**src/design/wro_pkg.sv**
```systemverilog
/*
 * Shared types for the write-ordering shim.
 * Holds the bus widths, the request and response words, the tag
 * operation records passed between heaps and filters, and the address
 * hash. Modules pull these in with a wildcard import in their header.
 */

package wro_pkg;

    // ==============================
    // Widths
    // ==============================
    localparam int ADDR_BITS  = 32;
    localparam int MDATA_BITS = 16;
    localparam int DATA_BITS  = 32;
    localparam int HASH_BITS  = 9;

    // Widest tag, a heap or filter uses only the low bits it needs
    localparam int TAG_BITS   = 5;

    typedef logic [HASH_BITS-1:0] wro_hash_t;
    typedef logic [TAG_BITS-1:0]  wro_tag_t;

    typedef enum logic
    {
        WRO_READ  = 1'b0,
        WRO_WRITE = 1'b1
    } wro_kind_t;

    // ==============================
    // Stream words
    // ==============================
    typedef struct packed
    {
        wro_kind_t             kind;
        logic [ADDR_BITS-1:0]  addr;
        logic [MDATA_BITS-1:0] mdata;
        logic [DATA_BITS-1:0]  data;
    } wro_req_t;

    typedef struct packed
    {
        wro_kind_t             kind;
        logic [MDATA_BITS-1:0] mdata;
        logic [DATA_BITS-1:0]  data;
    } wro_rsp_t;

    // Release of one tag, used for heap frees and filter removals
    typedef struct packed
    {
        logic     en;
        wro_tag_t tag;
    } wro_tag_op_t;

    // New busy address entered into a filter under its tag
    typedef struct packed
    {
        logic      en;
        wro_tag_t  tag;
        wro_hash_t hash;
    } wro_insert_t;

    // Fold the address into HASH_BITS by XOR of consecutive slices
    function automatic wro_hash_t wro_hash_addr(input logic [ADDR_BITS-1:0] addr);
        wro_hash_t            h;
        logic [ADDR_BITS-1:0] rest;
        h    = '0;
        rest = addr;
        for (int i = 0; i < ADDR_BITS; i += HASH_BITS)
        begin
            h    = h ^ rest[HASH_BITS-1:0];
            rest = rest >> HASH_BITS;
        end
        return h;
    endfunction

endpackage

```
**src/design/wro_hash_filter.sv**
```systemverilog
/*
 * Address hash filter for outstanding requests of one kind.
 * Each tag owns one slot holding the hash of its address while the
 * request is in flight. A test compares a hash against all live slots
 * and the answer is registered, so it is seen one cycle after the test.
 */

`timescale 1ns/1ps

module wro_hash_filter
    import wro_pkg::*;
#(
    parameter int N_ENTRIES = 16
)
(
    input  logic        clk,
    input  logic        reset,
    input  wro_hash_t   test_hash,
    input  logic        test_en,
    output logic        conflict,
    input  wro_insert_t insert,
    input  wro_tag_op_t remove
);

    // Only the low tag bits address the table
    localparam int IDX_BITS = (N_ENTRIES > 1) ? $clog2(N_ENTRIES) : 1;

    logic [N_ENTRIES-1:0] entry_valid;
    wro_hash_t            entry_hash [N_ENTRIES];
    logic                 hit;

    // Compare the test hash against every live slot
    always_comb
    begin
        hit = 1'b0;
        for (int i = 0; i < N_ENTRIES; i++)
        begin
            if (entry_valid[i] && (entry_hash[i] == test_hash))
            begin
                hit = 1'b1;
            end
        end
    end

    // ==============================
    // Slot state and test result
    // ==============================
    always_ff @(posedge clk)
    begin
        if (reset)
        begin
            entry_valid <= '0;
            conflict    <= 1'b0;
        end
        else
        begin
            // A tag being freed is never the one being inserted
            if (remove.en)
            begin
                entry_valid[remove.tag[IDX_BITS-1:0]] <= 1'b0;
            end
            if (insert.en)
            begin
                entry_valid[insert.tag[IDX_BITS-1:0]] <= 1'b1;
            end
            // A removal in the test cycle is not seen yet, so the answer may be stale-high
            conflict <= test_en && hit;
        end
    end

    always_ff @(posedge clk)
    begin
        if (insert.en)
        begin
            entry_hash[insert.tag[IDX_BITS-1:0]] <= insert.hash;
        end
    end

endmodule

```
**src/design/wro_tag_heap.sv**
```systemverilog
/*
 * Tag heap for one request kind.
 * Hands out free tags and stores the metadata bits each tag displaced
 * in the outgoing request. The lowest free tag is reserved ahead of
 * time and held until it is allocated, so alloc_tag stays stable while
 * a request waits on the memory side.
 */

`timescale 1ns/1ps

module wro_tag_heap
    import wro_pkg::*;
#(
    parameter int N_ENTRIES = 16
)
(
    input  logic                clk,
    input  logic                reset,
    input  logic                alloc,
    input  logic [TAG_BITS-1:0] alloc_mdata,
    output wro_tag_t            alloc_tag,
    output logic                not_empty,
    input  wro_tag_t            read_tag,
    output logic [TAG_BITS-1:0] read_mdata,
    input  wro_tag_op_t         free
);

    localparam int IDX_BITS = (N_ENTRIES > 1) ? $clog2(N_ENTRIES) : 1;

    // One bit per tag, set while the tag is free and not reserved
    logic [N_ENTRIES-1:0] free_map;
    logic [N_ENTRIES-1:0] avail;
    logic [IDX_BITS-1:0]  next_tag;
    logic                 next_valid;
    logic [IDX_BITS-1:0]  cand;
    logic                 cand_found;
    logic                 refill;
    logic [TAG_BITS-1:0]  mdata_mem [N_ENTRIES];

    // A tag freed this cycle may be reserved again straight away
    always_comb
    begin
        avail = free_map;
        if (free.en)
        begin
            avail[free.tag[IDX_BITS-1:0]] = 1'b1;
        end
        cand       = '0;
        cand_found = 1'b0;
        // Scan downward so the lowest free tag wins
        for (int i = N_ENTRIES - 1; i >= 0; i--)
        begin
            if (avail[i])
            begin
                cand       = IDX_BITS'(i);
                cand_found = 1'b1;
            end
        end
    end

    assign refill = alloc || !next_valid;

    always_ff @(posedge clk)
    begin
        if (reset)
        begin
            free_map   <= '1;
            next_valid <= 1'b0;
            next_tag   <= '0;
        end
        else
        begin
            free_map <= avail;
            if (refill)
            begin
                next_valid <= cand_found;
                next_tag   <= cand;
                if (cand_found)
                begin
                    free_map[cand] <= 1'b0;
                end
            end
        end
    end

    // Displaced metadata is kept under the allocated tag
    always_ff @(posedge clk)
    begin
        if (alloc)
        begin
            mdata_mem[next_tag] <= alloc_mdata;
        end
    end

    assign alloc_tag  = wro_tag_t'(next_tag);
    assign not_empty  = next_valid;
    assign read_mdata = mdata_mem[read_tag[IDX_BITS-1:0]];

endmodule

```
**src/design/wro_issue_fsm.sv**
```systemverilog
/*
 * Held-request controller of the shim.
 * Takes one request at a time, tests its address hash against the
 * outstanding reads and writes, and issues it toward memory with a tag
 * in the low metadata bits. On issue the tag is allocated from the heap
 * of the request's kind and the hash enters that kind's filter.
 */

`timescale 1ns/1ps

module wro_issue_fsm
    import wro_pkg::*;
(
    input  logic                clk,
    input  logic                reset,
    input  logic                req_valid,
    output logic                req_ready,
    input  wro_req_t            req,
    output logic                mem_req_valid,
    input  logic                mem_req_ready,
    output wro_req_t            mem_req,
    output wro_hash_t           test_hash,
    output logic                rd_test_en,
    output logic                wr_test_en,
    input  logic                rd_conflict,
    input  logic                wr_conflict,
    output wro_insert_t         rd_insert,
    output wro_insert_t         wr_insert,
    output logic                rd_alloc,
    output logic                wr_alloc,
    output logic [TAG_BITS-1:0] alloc_mdata,
    input  wro_tag_t            rd_alloc_tag,
    input  wro_tag_t            wr_alloc_tag,
    input  logic                rd_not_empty,
    input  logic                wr_not_empty
);

    typedef enum logic [1:0]
    {
        IDLE,
        TEST,
        ISSUE
    } state_t;

    state_t    state;
    wro_req_t  held;
    wro_hash_t held_hash;
    logic      is_write;
    logic      blocked;
    logic      fire;
    wro_tag_t  tag;

    // ==============================
    // Decisions on the held request
    // ==============================
    assign is_write  = (held.kind == WRO_WRITE);
    assign req_ready = (state == IDLE);

    // Writes must clear both filters, reads only the write filter
    assign test_hash  = held_hash;
    assign wr_test_en = (state == TEST);
    assign rd_test_en = (state == TEST) && is_write;

    // The conflict flags are only meaningful in the first ISSUE cycle.
    // After that they read low, which is safe because only this block
    // inserts into the filters and the reserved heap tag cannot vanish
    assign blocked = is_write ? (wr_conflict || rd_conflict || !wr_not_empty)
                              : (wr_conflict || !rd_not_empty);

    assign mem_req_valid = (state == ISSUE) && !blocked;
    assign fire          = mem_req_valid && mem_req_ready;
    assign tag           = is_write ? wr_alloc_tag : rd_alloc_tag;

    // Swap the tag into the low metadata bits and save what it displaced
    always_comb
    begin
        mem_req                   = held;
        mem_req.mdata[TAG_BITS-1:0] = tag;
    end

    assign alloc_mdata = held.mdata[TAG_BITS-1:0];
    assign rd_alloc    = fire && !is_write;
    assign wr_alloc    = fire && is_write;

    assign rd_insert = '{en: rd_alloc, tag: rd_alloc_tag, hash: held_hash};
    assign wr_insert = '{en: wr_alloc, tag: wr_alloc_tag, hash: held_hash};

    // ==============================
    // State register
    // ==============================
    always_ff @(posedge clk)
    begin
        if (reset)
        begin
            state <= IDLE;
        end
        else
        begin
            case (state)
                IDLE:
                begin
                    if (req_valid)
                    begin
                        state <= TEST;
                    end
                end
                // Filter answer registers at this edge
                TEST:
                begin
                    state <= ISSUE;
                end
                ISSUE:
                begin
                    // A blocked request goes back for a fresh test
                    if (blocked)
                    begin
                        state <= TEST;
                    end
                    else if (fire)
                    begin
                        state <= IDLE;
                    end
                end
                default:
                begin
                    state <= IDLE;
                end
            endcase
        end
    end

    // Capture the request and its hash on accept
    always_ff @(posedge clk)
    begin
        if (req_valid && req_ready)
        begin
            held      <= req;
            held_hash <= wro_hash_addr(req.addr);
        end
    end

endmodule

```
**src/design/wro_rsp_path.sv**
```systemverilog
/*
 * Response path of the shim.
 * Splits each memory response by kind into a tag release for that
 * kind's heap and filter, reads back the metadata bits the tag
 * displaced, and registers the restored response one cycle later.
 */

`timescale 1ns/1ps

module wro_rsp_path
    import wro_pkg::*;
(
    input  logic                clk,
    input  logic                reset,
    input  logic                mem_rsp_valid,
    input  wro_rsp_t            mem_rsp,
    output wro_tag_op_t         rd_release,
    output wro_tag_op_t         wr_release,
    output wro_tag_t            rd_read_tag,
    output wro_tag_t            wr_read_tag,
    input  logic [TAG_BITS-1:0] rd_mdata,
    input  logic [TAG_BITS-1:0] wr_mdata,
    output logic                rsp_valid,
    output wro_rsp_t            rsp
);

    wro_tag_t rsp_tag;
    logic     is_rd;
    logic     is_wr;

    assign rsp_tag = mem_rsp.mdata[TAG_BITS-1:0];
    assign is_rd   = mem_rsp_valid && (mem_rsp.kind == WRO_READ);
    assign is_wr   = mem_rsp_valid && (mem_rsp.kind == WRO_WRITE);

    // Idle read ports sit on tag 0 so they never index past a short heap
    assign rd_read_tag = is_rd ? rsp_tag : '0;
    assign wr_read_tag = is_wr ? rsp_tag : '0;

    // The release lands at the same edge that captures the response
    assign rd_release = '{en: is_rd, tag: rsp_tag};
    assign wr_release = '{en: is_wr, tag: rsp_tag};

    always_ff @(posedge clk)
    begin
        if (reset)
        begin
            rsp_valid <= 1'b0;
        end
        else
        begin
            rsp_valid <= mem_rsp_valid;
        end
    end

    // Restore the original low metadata bits from the heap
    always_ff @(posedge clk)
    begin
        rsp <= mem_rsp;
        rsp.mdata[TAG_BITS-1:0] <= (mem_rsp.kind == WRO_WRITE) ? wr_mdata : rd_mdata;
    end

endmodule

```
**src/design/wro_top.sv**
```systemverilog
/*
 * Top level of the write-ordering shim.
 * Requests enter on req, leave toward memory on mem_req with a tag in
 * the low metadata bits, and come back on mem_rsp in any order. Writes
 * wait for older same-hash reads and writes, reads for older writes.
 * RD_TAGS and WR_TAGS set the number of reads and writes in flight.
 */

`timescale 1ns/1ps

module wro_top
    import wro_pkg::*;
#(
    parameter int RD_TAGS = 24,
    parameter int WR_TAGS = 12
)
(
    input  logic     clk,
    input  logic     reset,
    input  logic     req_valid,
    output logic     req_ready,
    input  wro_req_t req,
    output logic     mem_req_valid,
    input  logic     mem_req_ready,
    output wro_req_t mem_req,
    input  logic     mem_rsp_valid,
    input  wro_rsp_t mem_rsp,
    output logic     rsp_valid,
    output wro_rsp_t rsp
);

    // ==============================
    // Filter and heap connections
    // ==============================
    wro_hash_t           test_hash;
    logic                rd_test_en;
    logic                wr_test_en;
    logic                rd_conflict;
    logic                wr_conflict;
    wro_insert_t         rd_insert;
    wro_insert_t         wr_insert;
    logic                rd_alloc;
    logic                wr_alloc;
    logic [TAG_BITS-1:0] alloc_mdata;
    wro_tag_t            rd_alloc_tag;
    wro_tag_t            wr_alloc_tag;
    logic                rd_not_empty;
    logic                wr_not_empty;
    wro_tag_op_t         rd_release;
    wro_tag_op_t         wr_release;
    wro_tag_t            rd_read_tag;
    wro_tag_t            wr_read_tag;
    logic [TAG_BITS-1:0] rd_mdata;
    logic [TAG_BITS-1:0] wr_mdata;

    wro_issue_fsm issue_i (
        .clk, .reset,
        .req_valid, .req_ready, .req,
        .mem_req_valid, .mem_req_ready, .mem_req,
        .test_hash, .rd_test_en, .wr_test_en,
        .rd_conflict, .wr_conflict,
        .rd_insert, .wr_insert,
        .rd_alloc, .wr_alloc, .alloc_mdata,
        .rd_alloc_tag, .wr_alloc_tag,
        .rd_not_empty, .wr_not_empty
    );

    // Outstanding reads, tested only by held writes
    wro_hash_filter #(.N_ENTRIES(RD_TAGS)) rd_filter_i (
        .clk, .reset,
        .test_hash, .test_en(rd_test_en), .conflict(rd_conflict),
        .insert(rd_insert), .remove(rd_release)
    );

    // Outstanding writes, tested by every held request
    wro_hash_filter #(.N_ENTRIES(WR_TAGS)) wr_filter_i (
        .clk, .reset,
        .test_hash, .test_en(wr_test_en), .conflict(wr_conflict),
        .insert(wr_insert), .remove(wr_release)
    );

    wro_tag_heap #(.N_ENTRIES(RD_TAGS)) rd_heap_i (
        .clk, .reset,
        .alloc(rd_alloc), .alloc_mdata, .alloc_tag(rd_alloc_tag),
        .not_empty(rd_not_empty),
        .read_tag(rd_read_tag), .read_mdata(rd_mdata),
        .free(rd_release)
    );

    wro_tag_heap #(.N_ENTRIES(WR_TAGS)) wr_heap_i (
        .clk, .reset,
        .alloc(wr_alloc), .alloc_mdata, .alloc_tag(wr_alloc_tag),
        .not_empty(wr_not_empty),
        .read_tag(wr_read_tag), .read_mdata(wr_mdata),
        .free(wr_release)
    );

    wro_rsp_path rsp_i (
        .clk, .reset,
        .mem_rsp_valid, .mem_rsp,
        .rd_release, .wr_release,
        .rd_read_tag, .wr_read_tag,
        .rd_mdata, .wr_mdata,
        .rsp_valid, .rsp
    );

endmodule

```
**config.mk**
```make
export PLATFORM = sky130hd
export DESIGN_NAME = wro_top
export DESIGN_NICKNAME = d
export VERILOG_FILES = /design/src/design/wro_pkg.sv /design/src/design/wro_hash_filter.sv /design/src/design/wro_tag_heap.sv /design/src/design/wro_issue_fsm.sv /design/src/design/wro_rsp_path.sv /design/src/design/wro_top.sv
export SDC_FILE = /design/constraint.sdc
export NUM_CORES = 1
export LEC_CHECK = 0
export BUFFER_PORTS_ARGS = -buffer_cell sky130_fd_sc_hd__buf_2
export CAP_MARGIN = 20
export CORE_AREA = 3 3 221 223
export DETAILED_ROUTE_END_ITERATION = 10
export DIE_AREA = 0 0 224 226
export GPL_TIMING_DRIVEN = 0
export PLACE_DENSITY_LB_ADDON = 0.2
export SETUP_SLACK_MARGIN = 0.2
export SLEW_MARGIN = 25
export SYNTH_ARGS = -nofsm -noshare
export SYNTH_HDL_FRONTEND = slang
export SYNTH_HIERARCHICAL = 1
export SYNTH_SLANG_ARGS = --single-unit
```
**constraint.sdc**
```tcl
create_clock -name clk -period 9.9 [get_ports clk]
set_input_delay 1.98 -clock clk [delete_from_list [all_inputs] [get_ports clk]]
set_output_delay 1.98 -clock clk [all_outputs]
set_load 0.02 [all_outputs]
```
Yosys cells after proc, flatten, opt, wreduce, memory -nomap -nowiden:

Memory sizes are Yosys's and may differ from the RTL's.
Cells that the tools add are included.
W data, S select, Z words.

* memory bits (writable): 504
* output and inout port bits: 133
* register bits after elaboration: 227
* memories: 4
* input port bits: 135
* word-level logic and storage cells: 300

* mux-type cells: 145
* bitwise gates (word level): 16
* order comparisons: 12
* reductions and logical operators: 63
* eq/ne operators: 40

Memories
* rd_filter_i.entry_hash: words 24, width 9, read ports 24, clocked after Yosys merged registers in 0, wr ports 1, line wro_hash_filter.sv:29 `wro_hash_t entry_hash [N_ENTRIES];`
* rd_heap_i.mdata_mem: words 24, width 5, read ports 1, clocked after Yosys merged registers in 0, wr ports 1, line wro_tag_heap.sv:38 `logic [TAG_BITS-1:0] mdata_mem [N_ENTRIES];`
* wr_filter_i.entry_hash: words 12, width 9, read ports 12, clocked after Yosys merged registers in 0, wr ports 1, line wro_hash_filter.sv:29
* wr_heap_i.mdata_mem: words 12, width 5, read ports 1, clocked after Yosys merged registers in 0, wr ports 1, line wro_tag_heap.sv:38

Operators by type and width (count)
* $eq A9 B9 Y1: 36
* $mux W24: 6
* $mux W5: 27
* $mux W1: 83
* $mux W12: 6
* $logic_and A1 B1 Y1: 52
* $mux W4: 13
* $and A24 B24 Y24: 2
* $not A24 Y24: 2
* $or A24 B24 Y24: 2
* $and A12 B12 Y12: 2
* $not A12 Y12: 2
* $or A12 B12 Y12: 2
* $lt A5 B6 Y1 const B: 3
* $xor A9 B9 Y9: 2
* $demux W1 S5: 3
* $ge A5 B1 Y1 const B: 3
* $lt A4 B5 Y1 const B: 3
* $demux W1 S4: 3
* $ge A4 B1 Y1 const B: 3
* $xor A9 B5 Y9: 1
* $mux W2: 3
* $pmux W2 S3: 1
* $logic_or A1 B1 Y1: 5
* 8 further kinds: 11

Longest topological paths before layout:

Gate-level depths: netlist (run 1).

* depth after elaboration: 38
* depth in mapped cells: 13
* depth with buffers taken out: 8

Cells and area by module:

The synthesis (run 1) kept the hierarchy.

Modules (own cells, without submodules)
* wro_hash_filter at rd_filter_i: area each 10343.7 sq um, times used 1, seq. area each 6986.7 sq um, cells each 690
* wro_tag_heap at rd_heap_i: area each 6570.1 sq um, times used 1, seq. area each 4204.0 sq um, cells each 447
* wro_hash_filter at wr_filter_i: area each 5113.7 sq um, times used 1, seq. area each 3503.4 sq um, cells each 342
* wro_issue_fsm: area each 3377.0 sq um, times used 1, seq. area each 2742.6 sq um, cells each 167
* wro_tag_heap at wr_heap_i: area each 3349.5 sq um, times used 1, seq. area each 2142.1 sq um, cells each 231
* wro_rsp_path: area each 1268.7 sq um, times used 1, seq. area each 1001.0 sq um, cells each 83

Worst setup path after synthesis (run 1):

Ideal clock, no wire load.

* kind: input-to-reg
* from: in req_valid
* to: reg issue_i.held, in the netlist issue_i/alloc_mdata[0] (enable)
* buffers on the path: 0
* library setup time: 0.458 ns
* stages: 1
* required time: 9.442 ns
* arrival: 4.066 ns
* path slack: 5.376 ns
* cell sequence: and2_1

* word-level cells in the longest chain between the ends: 1

Ends and longest elaborated chain
* from (decl): line wro_top.sv:20 `input logic req_valid,`
* $logic_and A1 B1 Y1: line wro_issue_fsm.sv:135 `if (req_valid && req_ready)`
* to (signal assigned): line wro_issue_fsm.sv:137 `held <= req;`
* to (decl): line wro_issue_fsm.sv:46 `wro_req_t held;`

No other way between the ends.
A chain may end at the register's enable or synchronous reset.

Worst setup path in the final report (run 1):

* from: in mem_rsp_valid
* to: reg rd_heap_i.free_map[23]

* word-level cells in the longest chain between the ends: 34
* elaborated cells between the ends (all ways): 59
* classes of those cells: order compare (2); mux (53); bitwise (2); reduce/logical (2)

Ends and longest elaborated chain
* from (decl): line wro_top.sv:26 `input logic mem_rsp_valid,`
* $logic_and A1 B1 Y1 (*): line wro_rsp_path.sv:32 `assign is_rd = mem_rsp_valid && (mem_rsp.kind == WRO_READ);`
* named net rsp_i.is_rd: line wro_rsp_path.sv:28 `logic is_rd;`
* $mux W24 (*): line wro_tag_heap.sv:44 `if (free.en)`
* $mux W5 (24 in a row): line wro_tag_heap.sv:53 `if (avail[i])`
* $lt A5 B6 Y1 (implied by the code) or $ge A5 B1 Y1 (tied branches): line wro_tag_heap.sv:80 `free_map[cand] <= 1'b0;`
* $logic_and A1 B1 Y1 (implied by the code): line wro_tag_heap.sv:80
* $mux W1 (implied by the code): line wro_tag_heap.sv:80
* $demux W1 S5
* $not A24 Y24 (no source line)
* $and A24 B24 Y24 (no source line)
* $mux W24: line wro_tag_heap.sv:78 `if (cand_found)`
* $mux W24 (*): line wro_tag_heap.sv:74 `if (refill)`
* to (signal assigned): line wro_tag_heap.sv:73 `free_map <= avail;`
* to (decl): line wro_tag_heap.sv:31 `logic [N_ENTRIES-1:0] free_map;`

Mark *: on every way through the listed nets, which the timed path passes. The rest lies on a longest branch.

==> metrics, run 1 <==
global-route total usage across every layer 0.282; final hold violations 0; clock slew at reported path FFs 60 ps; transition time of the tightest slew-check pin 938 ps; net count of the mapped netlist 2092; count of fill cells added during filler insertion 2752; Vias 18.1k; internal power consumption 5300 µW; path category of the worst min-delay check reg2reg; category of the worst setup path launch point input pin; post-CTS repair timing setup buffer count 0; TritonCTS buffer count 74; # port buffers 267; minimum period implied by the final worst setup slack 4690 ps; combined area of all synthesized cells 30000 µm²; total gr overflow 0; data arrival at the endpoint of the critical path 5130 ps; hold path cells 2; core area 46800 µm²; cell count after synthesis 1957; # clock sinks 731; full die area 50600 µm²; clock root buffer sky130_fd_sc_hd__clkbuf_16; DRC violation total after the first TritonRoute iteration 1780; Avg Synthesized Cell Area 15.3 µm²; weighted congestion reported at the end of routability-driven placement 0.918; switching share of power 0.225; clock tree from TritonCTS built; IR drop worst, VDD 0.162 mV; Setup TNS 0 ps; length in cells of the worst reg-to-reg path 8; # H-tree levels 3; maximum fanout encountered on the critical timing path 10; wire length of the first global-routing pass 107000 µm; worst path required time 10350 ps; sum of routed wire length over all layers 71300 µm; worst-skew pair later-pin latency 600 ps; worst slack, placed 4620 ps; Pwr Total 6840 µW; Reg power frac 0.503; worst clock skew 17.5 ps; minimum setup slack in the final design 5210 ps; antenna-violating nets left 0; kind of capture point of the worst setup path flop; Syn-to-layout area delta 16.3%; Die Span X 224 µm; Post-DP HPWL 48000 µm; pin count of the biggest net entering global routing 60; share of layout cells above drive strength 1 0.247; drt wl/cell 23.9 µm; Die Span Y 226 µm; final hold slack 483 ps; Max Transition Viols Final 0; slew margin rel. 0.373; P per Cell Area 196 nW/µm²; number of placement rows 79; critical path class in2reg; share of the clock period used by the worst path 0.473; Leak Pwr 0.0126 µW; initial antenna violation count 0; vias per cell 6.07; result of the run finished, final reports clean; effective utilization at floorplan 0.642; deepest clock path buffer count 3; count of maximum capacitance violations 0; DR pass1 iterations 5; Hold Buf Count CTS 0; top-level port count 268; RSZ-0062 raised after global routing false; highest achievable clock rate 0.213 GHz; number of global-route vias before repair 18.5k; net count reported at finish 2455; net load switching power 1540 µW; Yosys Warn Count 6; number of endpoints failing setup at the final stage 0; Comb power frac 0.089; count of inserted antenna diode cells 0; R2R Setup Slk 6380 ps; # DRC 0; count of cells resized by post-cts repair 0; clock network fraction of design power 0.409
[power by group through the flow]
stage / registers (µW) / clock network (µW) / logic [µW]
floorplan: 3550 / 0 / 314
global placement: 3540 / 0 / 525
detailed placement: 3510 / 0 / 596
CTS: 3440 / 2830 / 599
global route: 3440 / 2950 / 641
finish: 3440 / 2800 / 606
[metrics by stage]
step	cell area, µm²	util	instances
4_1_cts	34900	0.746	2982
2_1_floorplan	30000	-	1957
3_5_place_dp	32400	0.693	2849
3_3_place_gp	32100	0.687	2831
6_report	34900	0.746	2984
5_1_grt	34900	0.746	2984
[final cells by class]
class,count,area (µm²),area share
Multi-Input combinational cell,1056,8250,0.236
Inverter,49,184,0.00527
Tap cell,607,759,0.0218
Sequential cell,731,20600,0.590
Timing Repair Buffer,287,1670,0.0478
Clock inverter,36,369,0.0106
Buffer,121,993,0.0285
Clock buffer,97,2090,0.0600
[flip-flops by register name, summed over array words and instances, names as in the netlist, 12 cells and up]
register,count
rsp_i/rsp,49
issue_i/mem_req,75
rd_filter_i/entry_hash,216
wr_heap_i/free_map,12
wr_filter_i/entry_hash,108
rd_filter_i/entry_valid,24
wr_heap_i/mdata_mem,60
rd_heap_i/free_map,24
rd_heap_i/mdata_mem,120
wr_filter_i/entry_valid,12
[per-layer routing]
layer / share of wire / wire length [µm] / GRT usage / vias to the layer above
li1: - / - / - / 8014
met2: 0.49 / 35100 / 0.466 / 911
met3: 0.080 / 5680 / 0.0519 / 181
met5: 0 / 0 / 0 / -
met4: 0.033 / 2360 / 0.113 / 0
met1: 0.40 / 28200 / 0.377 / 9003
[cells in the final DEF, fill, tap and decap left out, types with 11 or more instances in the layout]
| cell | count |
|---|---|
| sky130_fd_sc_hd__a21oi_1 | 75 |
| sky130_fd_sc_hd__a31oi_1 | 14 |
| sky130_fd_sc_hd__and3_1 | 11 |
| sky130_fd_sc_hd__and3b_1 | 14 |
| sky130_fd_sc_hd__buf_2 | 276 |
| sky130_fd_sc_hd__buf_4 | 50 |
| sky130_fd_sc_hd__buf_6 | 26 |
| sky130_fd_sc_hd__buf_8 | 16 |
| sky130_fd_sc_hd__clkbuf_1 | 32 |
| sky130_fd_sc_hd__clkbuf_16 | 78 |
| sky130_fd_sc_hd__clkinv_1 | 12 |
| sky130_fd_sc_hd__dfxtp_1 | 137 |
| sky130_fd_sc_hd__edfxtp_1 | 594 |
| sky130_fd_sc_hd__inv_1 | 48 |
| sky130_fd_sc_hd__mux2i_1 | 12 |
| sky130_fd_sc_hd__mux4_2 | 50 |
| sky130_fd_sc_hd__nand2_1 | 70 |
| sky130_fd_sc_hd__nand3_1 | 12 |
| sky130_fd_sc_hd__nand3b_1 | 13 |
| sky130_fd_sc_hd__nand4_1 | 46 |
| sky130_fd_sc_hd__nor2_1 | 75 |
| sky130_fd_sc_hd__nor2b_1 | 12 |
| sky130_fd_sc_hd__nor3_1 | 17 |
| sky130_fd_sc_hd__nor4_1 | 76 |
| sky130_fd_sc_hd__o21ai_0 | 47 |
| sky130_fd_sc_hd__xnor2_1 | 62 |
| sky130_fd_sc_hd__xor2_1 | 285 |
[path summary, 6_finish.rpt]
check	startpoint	endpoint
setup / recovery	mem_rsp_valid	rd_heap_i/free_map[23]
hold / removal	rd_filter_i/entry_valid[6]	rd_filter_i/entry_valid[6]
setup reg to reg	issue_i/is_write	rd_filter_i/entry_hash[4][3]
hold reg to reg	rd_filter_i/entry_valid[6]	rd_filter_i/entry_valid[6]
[critical path: stages]
cell and delay, ps:
sky130_fd_sc_hd__buf_2 130, sky130_fd_sc_hd__buf_2 180, sky130_fd_sc_hd__nor2b_1 160, sky130_fd_sc_hd__buf_4 170
sky130_fd_sc_hd__buf_2 200, sky130_fd_sc_hd__and3b_1 190, sky130_fd_sc_hd__clkbuf_2 170, sky130_fd_sc_hd__a21o_1 210
sky130_fd_sc_hd__a2111oi_2 420, sky130_fd_sc_hd__o211ai_1 240, sky130_fd_sc_hd__o31ai_4 540, sky130_fd_sc_hd__nor3b_4 430
sky130_fd_sc_hd__a32oi_1 100
Note: power is estimated with default switching activity, not from simulation.
==> run 2: changes to the inputs <==
--- a/config.mk
+++ b/config.mk
@@ -7,9 +7,9 @@
 export LEC_CHECK = 0
 export BUFFER_PORTS_ARGS = -buffer_cell sky130_fd_sc_hd__buf_2
 export CAP_MARGIN = 20
-export CORE_AREA = 3 3 221 223
+export CORE_AREA = 3 3 230 232
 export DETAILED_ROUTE_END_ITERATION = 10
-export DIE_AREA = 0 0 224 226
+export DIE_AREA = 0 0 233 235
 export GPL_TIMING_DRIVEN = 0
 export PLACE_DENSITY_LB_ADDON = 0.2
 export SETUP_SLACK_MARGIN = 0.2
==> constraint.sdc (replaced) <==
create_clock -name clk -period 4.91 [get_ports clk]
set_input_delay 0.982 -clock clk [delete_from_list [all_inputs] [get_ports clk]]
set_output_delay 0.982 -clock clk [all_outputs]
set_load 0.02 [all_outputs]
==> run 2 against run 1 <==
  * Clock power rose by 100%
  * Setup slack got worse by 3900 ps
  * Global-route usage fell by 2.7 points
  * Combinational power is 100% higher
  * Utilization is 6.2 points lower
  * Die area up 8.2%
  * Cell count rose by 2.7%
  * Wire length is 2.1% lower
  * Critical endpoint is now rd_filter_i/entry_hash[0][3]
  * Non-clock buffer count did not move
  * Largest cell class unchanged
  * Register-to-register slack got worse by 5100 ps
  * Sequential power rose by 100%
==> metrics, run 2 (synthesis results as in run 1) <==
number of endpoints failing setup at the final stage 0 (unchanged); net count reported at finish 2456 (+0.041%); Hold Buf Count CTS 0 (unchanged); HP Start mem_rsp[0]; Comb power frac 0.088 (about the same); post-route standard cell area excluding fillers 35000 µm² (+0.34%); RSZ-0062 raised after global routing false; count of cells resized by post-cts repair 0 (unchanged); clock root buffer sky130_fd_sc_hd__clkbuf_16; Reg power frac 0.502 (about the same); DR pass1 iterations 6 (+1); fraction of the core area covered by cells at the end of the flow 0.684 (-0.0624); highest achievable clock rate 0.275 GHz; maximum fanout encountered on the critical timing path 10 (unchanged); chain of cells forming the critical path buf_6, nand2b_4, a211oi_2, and3b_1, buf_4, nor3b_1, nand2_1, inv_1; pin count of the biggest net entering global routing 60 (unchanged); number of placement rows 83 (+5.1%); slew margin rel. 0.391 (+0.0181); TritonCTS buffer count 75 (+1.4%); minimum setup slack in the final design 1270 ps (-3940 ps); kind of capture point of the worst setup path flop; drt wl/cell 22.8 µm (-4.6%); # port buffers 267 (unchanged); Vias 17.8k (-1.7%); final hold slack 477 ps (-5.86 ps); count of maximum capacitance violations 0 (unchanged); Post-DP HPWL 47700 µm (-0.62%); Setup TNS 0 ps (unchanged); wire length of the first global-routing pass 106000 µm (-1.6%); top-level port count 268 (unchanged); category of the worst setup path launch point flop; worst-skew pair later-pin latency 610 ps (about the same); internal power consumption 10700 µW (+100%); net load switching power 3130 µW (+100%); antenna-violating nets left 0 (unchanged); clock tree from TritonCTS built; Die Span X 233 µm (+4.0%); final hold violations 0 (unchanged); sum of routed wire length over all layers 69900 µm (-2.1%); weighted congestion reported at the end of routability-driven placement 0.905 (-1.4%); core area 51200 µm² (+9.5%); worst path required time 5190 ps (-5160 ps); Syn-to-layout area delta 16.7%; P per Cell Area 394 nW/µm² (+100%); switching share of power 0.227 (+0.00169); global-route total usage across every layer 0.255 (-0.0269); placed inst area 32500 µm² (+0.29%); total gr overflow 0 (unchanged); IR drop worst, VDD 0.387 mV (+140%); DRC violation total after the first TritonRoute iteration 1541 (-13%); effective utilization at floorplan 0.586 (-0.0557); Leak Pwr 0.0126 µW (+0.19%); share of the clock period used by the worst path 0.741; startpoint of the worst-slack reg-to-reg timing path issue_i/is_write; vias per cell 5.81 (-4.3%); data arrival at the endpoint of the critical path 3910 ps (-1220 ps); deepest clock path buffer count 3 (unchanged); slowest CP cell sky130_fd_sc_hd__nor3b_1; full die area 54800 µm² (+8.2%); max FFs per register 216 (unchanged); beginning of the critical path issue_i/is_write; path category of the worst min-delay check in2reg; worst clock skew 24.3 ps (+6.80 ps); # DRC 0 (unchanged); highest cell delay on the worst timing path 740 ps (+200 ps); most frequent cells in the layout 594 x sky130_fd_sc_hd__edfxtp_1, 285 x sky130_fd_sc_hd__xor2_1, 276 x sky130_fd_sc_hd__buf_2; number of global-route vias before repair 17.8k (-3.7%); # H-tree levels 3 (unchanged); initial antenna violation count 1 (+1); count of fill cells added during filler insertion 3395 (+23%); post-CTS repair timing setup buffer count 0 (unchanged); share of layout cells above drive strength 1 0.248 (about the same); critical path class reg2reg; worst slack, placed 823 ps (-3800 ps); # clock sinks 731 (unchanged); minimum period implied by the final worst setup slack 3640 ps; result of the run finished, final reports clean; transition time of the tightest slew-check pin 911 ps (-27.1 ps); clock network fraction of design power 0.410 (about the same); most common cell after layout, fill and taps aside sky130_fd_sc_hd__edfxtp_1; Die Span Y 235 µm (+4.0%); Max Transition Viols Final 0 (unchanged); clock slew at reported path FFs 60 ps (about the same)
## run 2: power groups by stage
stage	registers (µW)	logic (µW)	clock network, µW
finish	6930	1210	5670
global route	6940	1290	6000
CTS	6940	1210	5760
detailed placement	7070	1200	0
global placement	7140	1060	0
floorplan	7150	634	0
## run 2: path summary, 6_finish.rpt
| check | to | slack (ps) | cells past startpoint |
|---|---|---|---|
| worst max-delay path | rd_filter_i/entry_hash[0][3] | 1270 | 8 |
| worst min-delay path | rsp_i/rsp[0] | 480 | 1 |
| worst max register to register | rd_filter_i/entry_hash[0][3] | 1270 | 8 |
| worst min register to register | rd_filter_i/entry_valid[1] | 490 | 2 |
## run 2: metrics by stage
stage	total power (µW)	instances
detailed placement	8270	2922
global route	14200	3063
global placement	8210	2904
CTS	13900	3061
finish	13800	3064
floorplan	7780	1957
## run 2: cell type report
cell class / count / area (µm²) / area share
antenna: 1 / 2.50 / 0.0000715
buffer: 121 / 993 / 0.0284
clock buffer: 109 / 2180 / 0.0622
clock inverter: 30 / 310 / 0.00886
inverter: 49 / 184 / 0.00525
multi-input combinational: 1056 / 8250 / 0.236
sequential: 731 / 20600 / 0.588
tap: 680 / 851 / 0.0243
timing repair buffer: 287 / 1670 / 0.0476
## run 2: metal layers
layer  share of wire  global-route usage  vias to the layer above
li1                -                   -                     8018
met1            0.41               0.352                     8856
met2            0.49               0.412                      796
met3           0.076              0.0554                      128
met4           0.025              0.0778                        0
met5               0                   0                        -
## run 2: critical path: cells and delay by family (launching register included)
| kind | cells | cell delay, ps |
|---|---|---|
| flip-flops | 1 | 520 |
| AO/OA/AOI/OAI | 1 | 420 |
| AND/OR/NAND/NOR | 4 | 1600 |
| buffers and inverters | 3 | 750 |
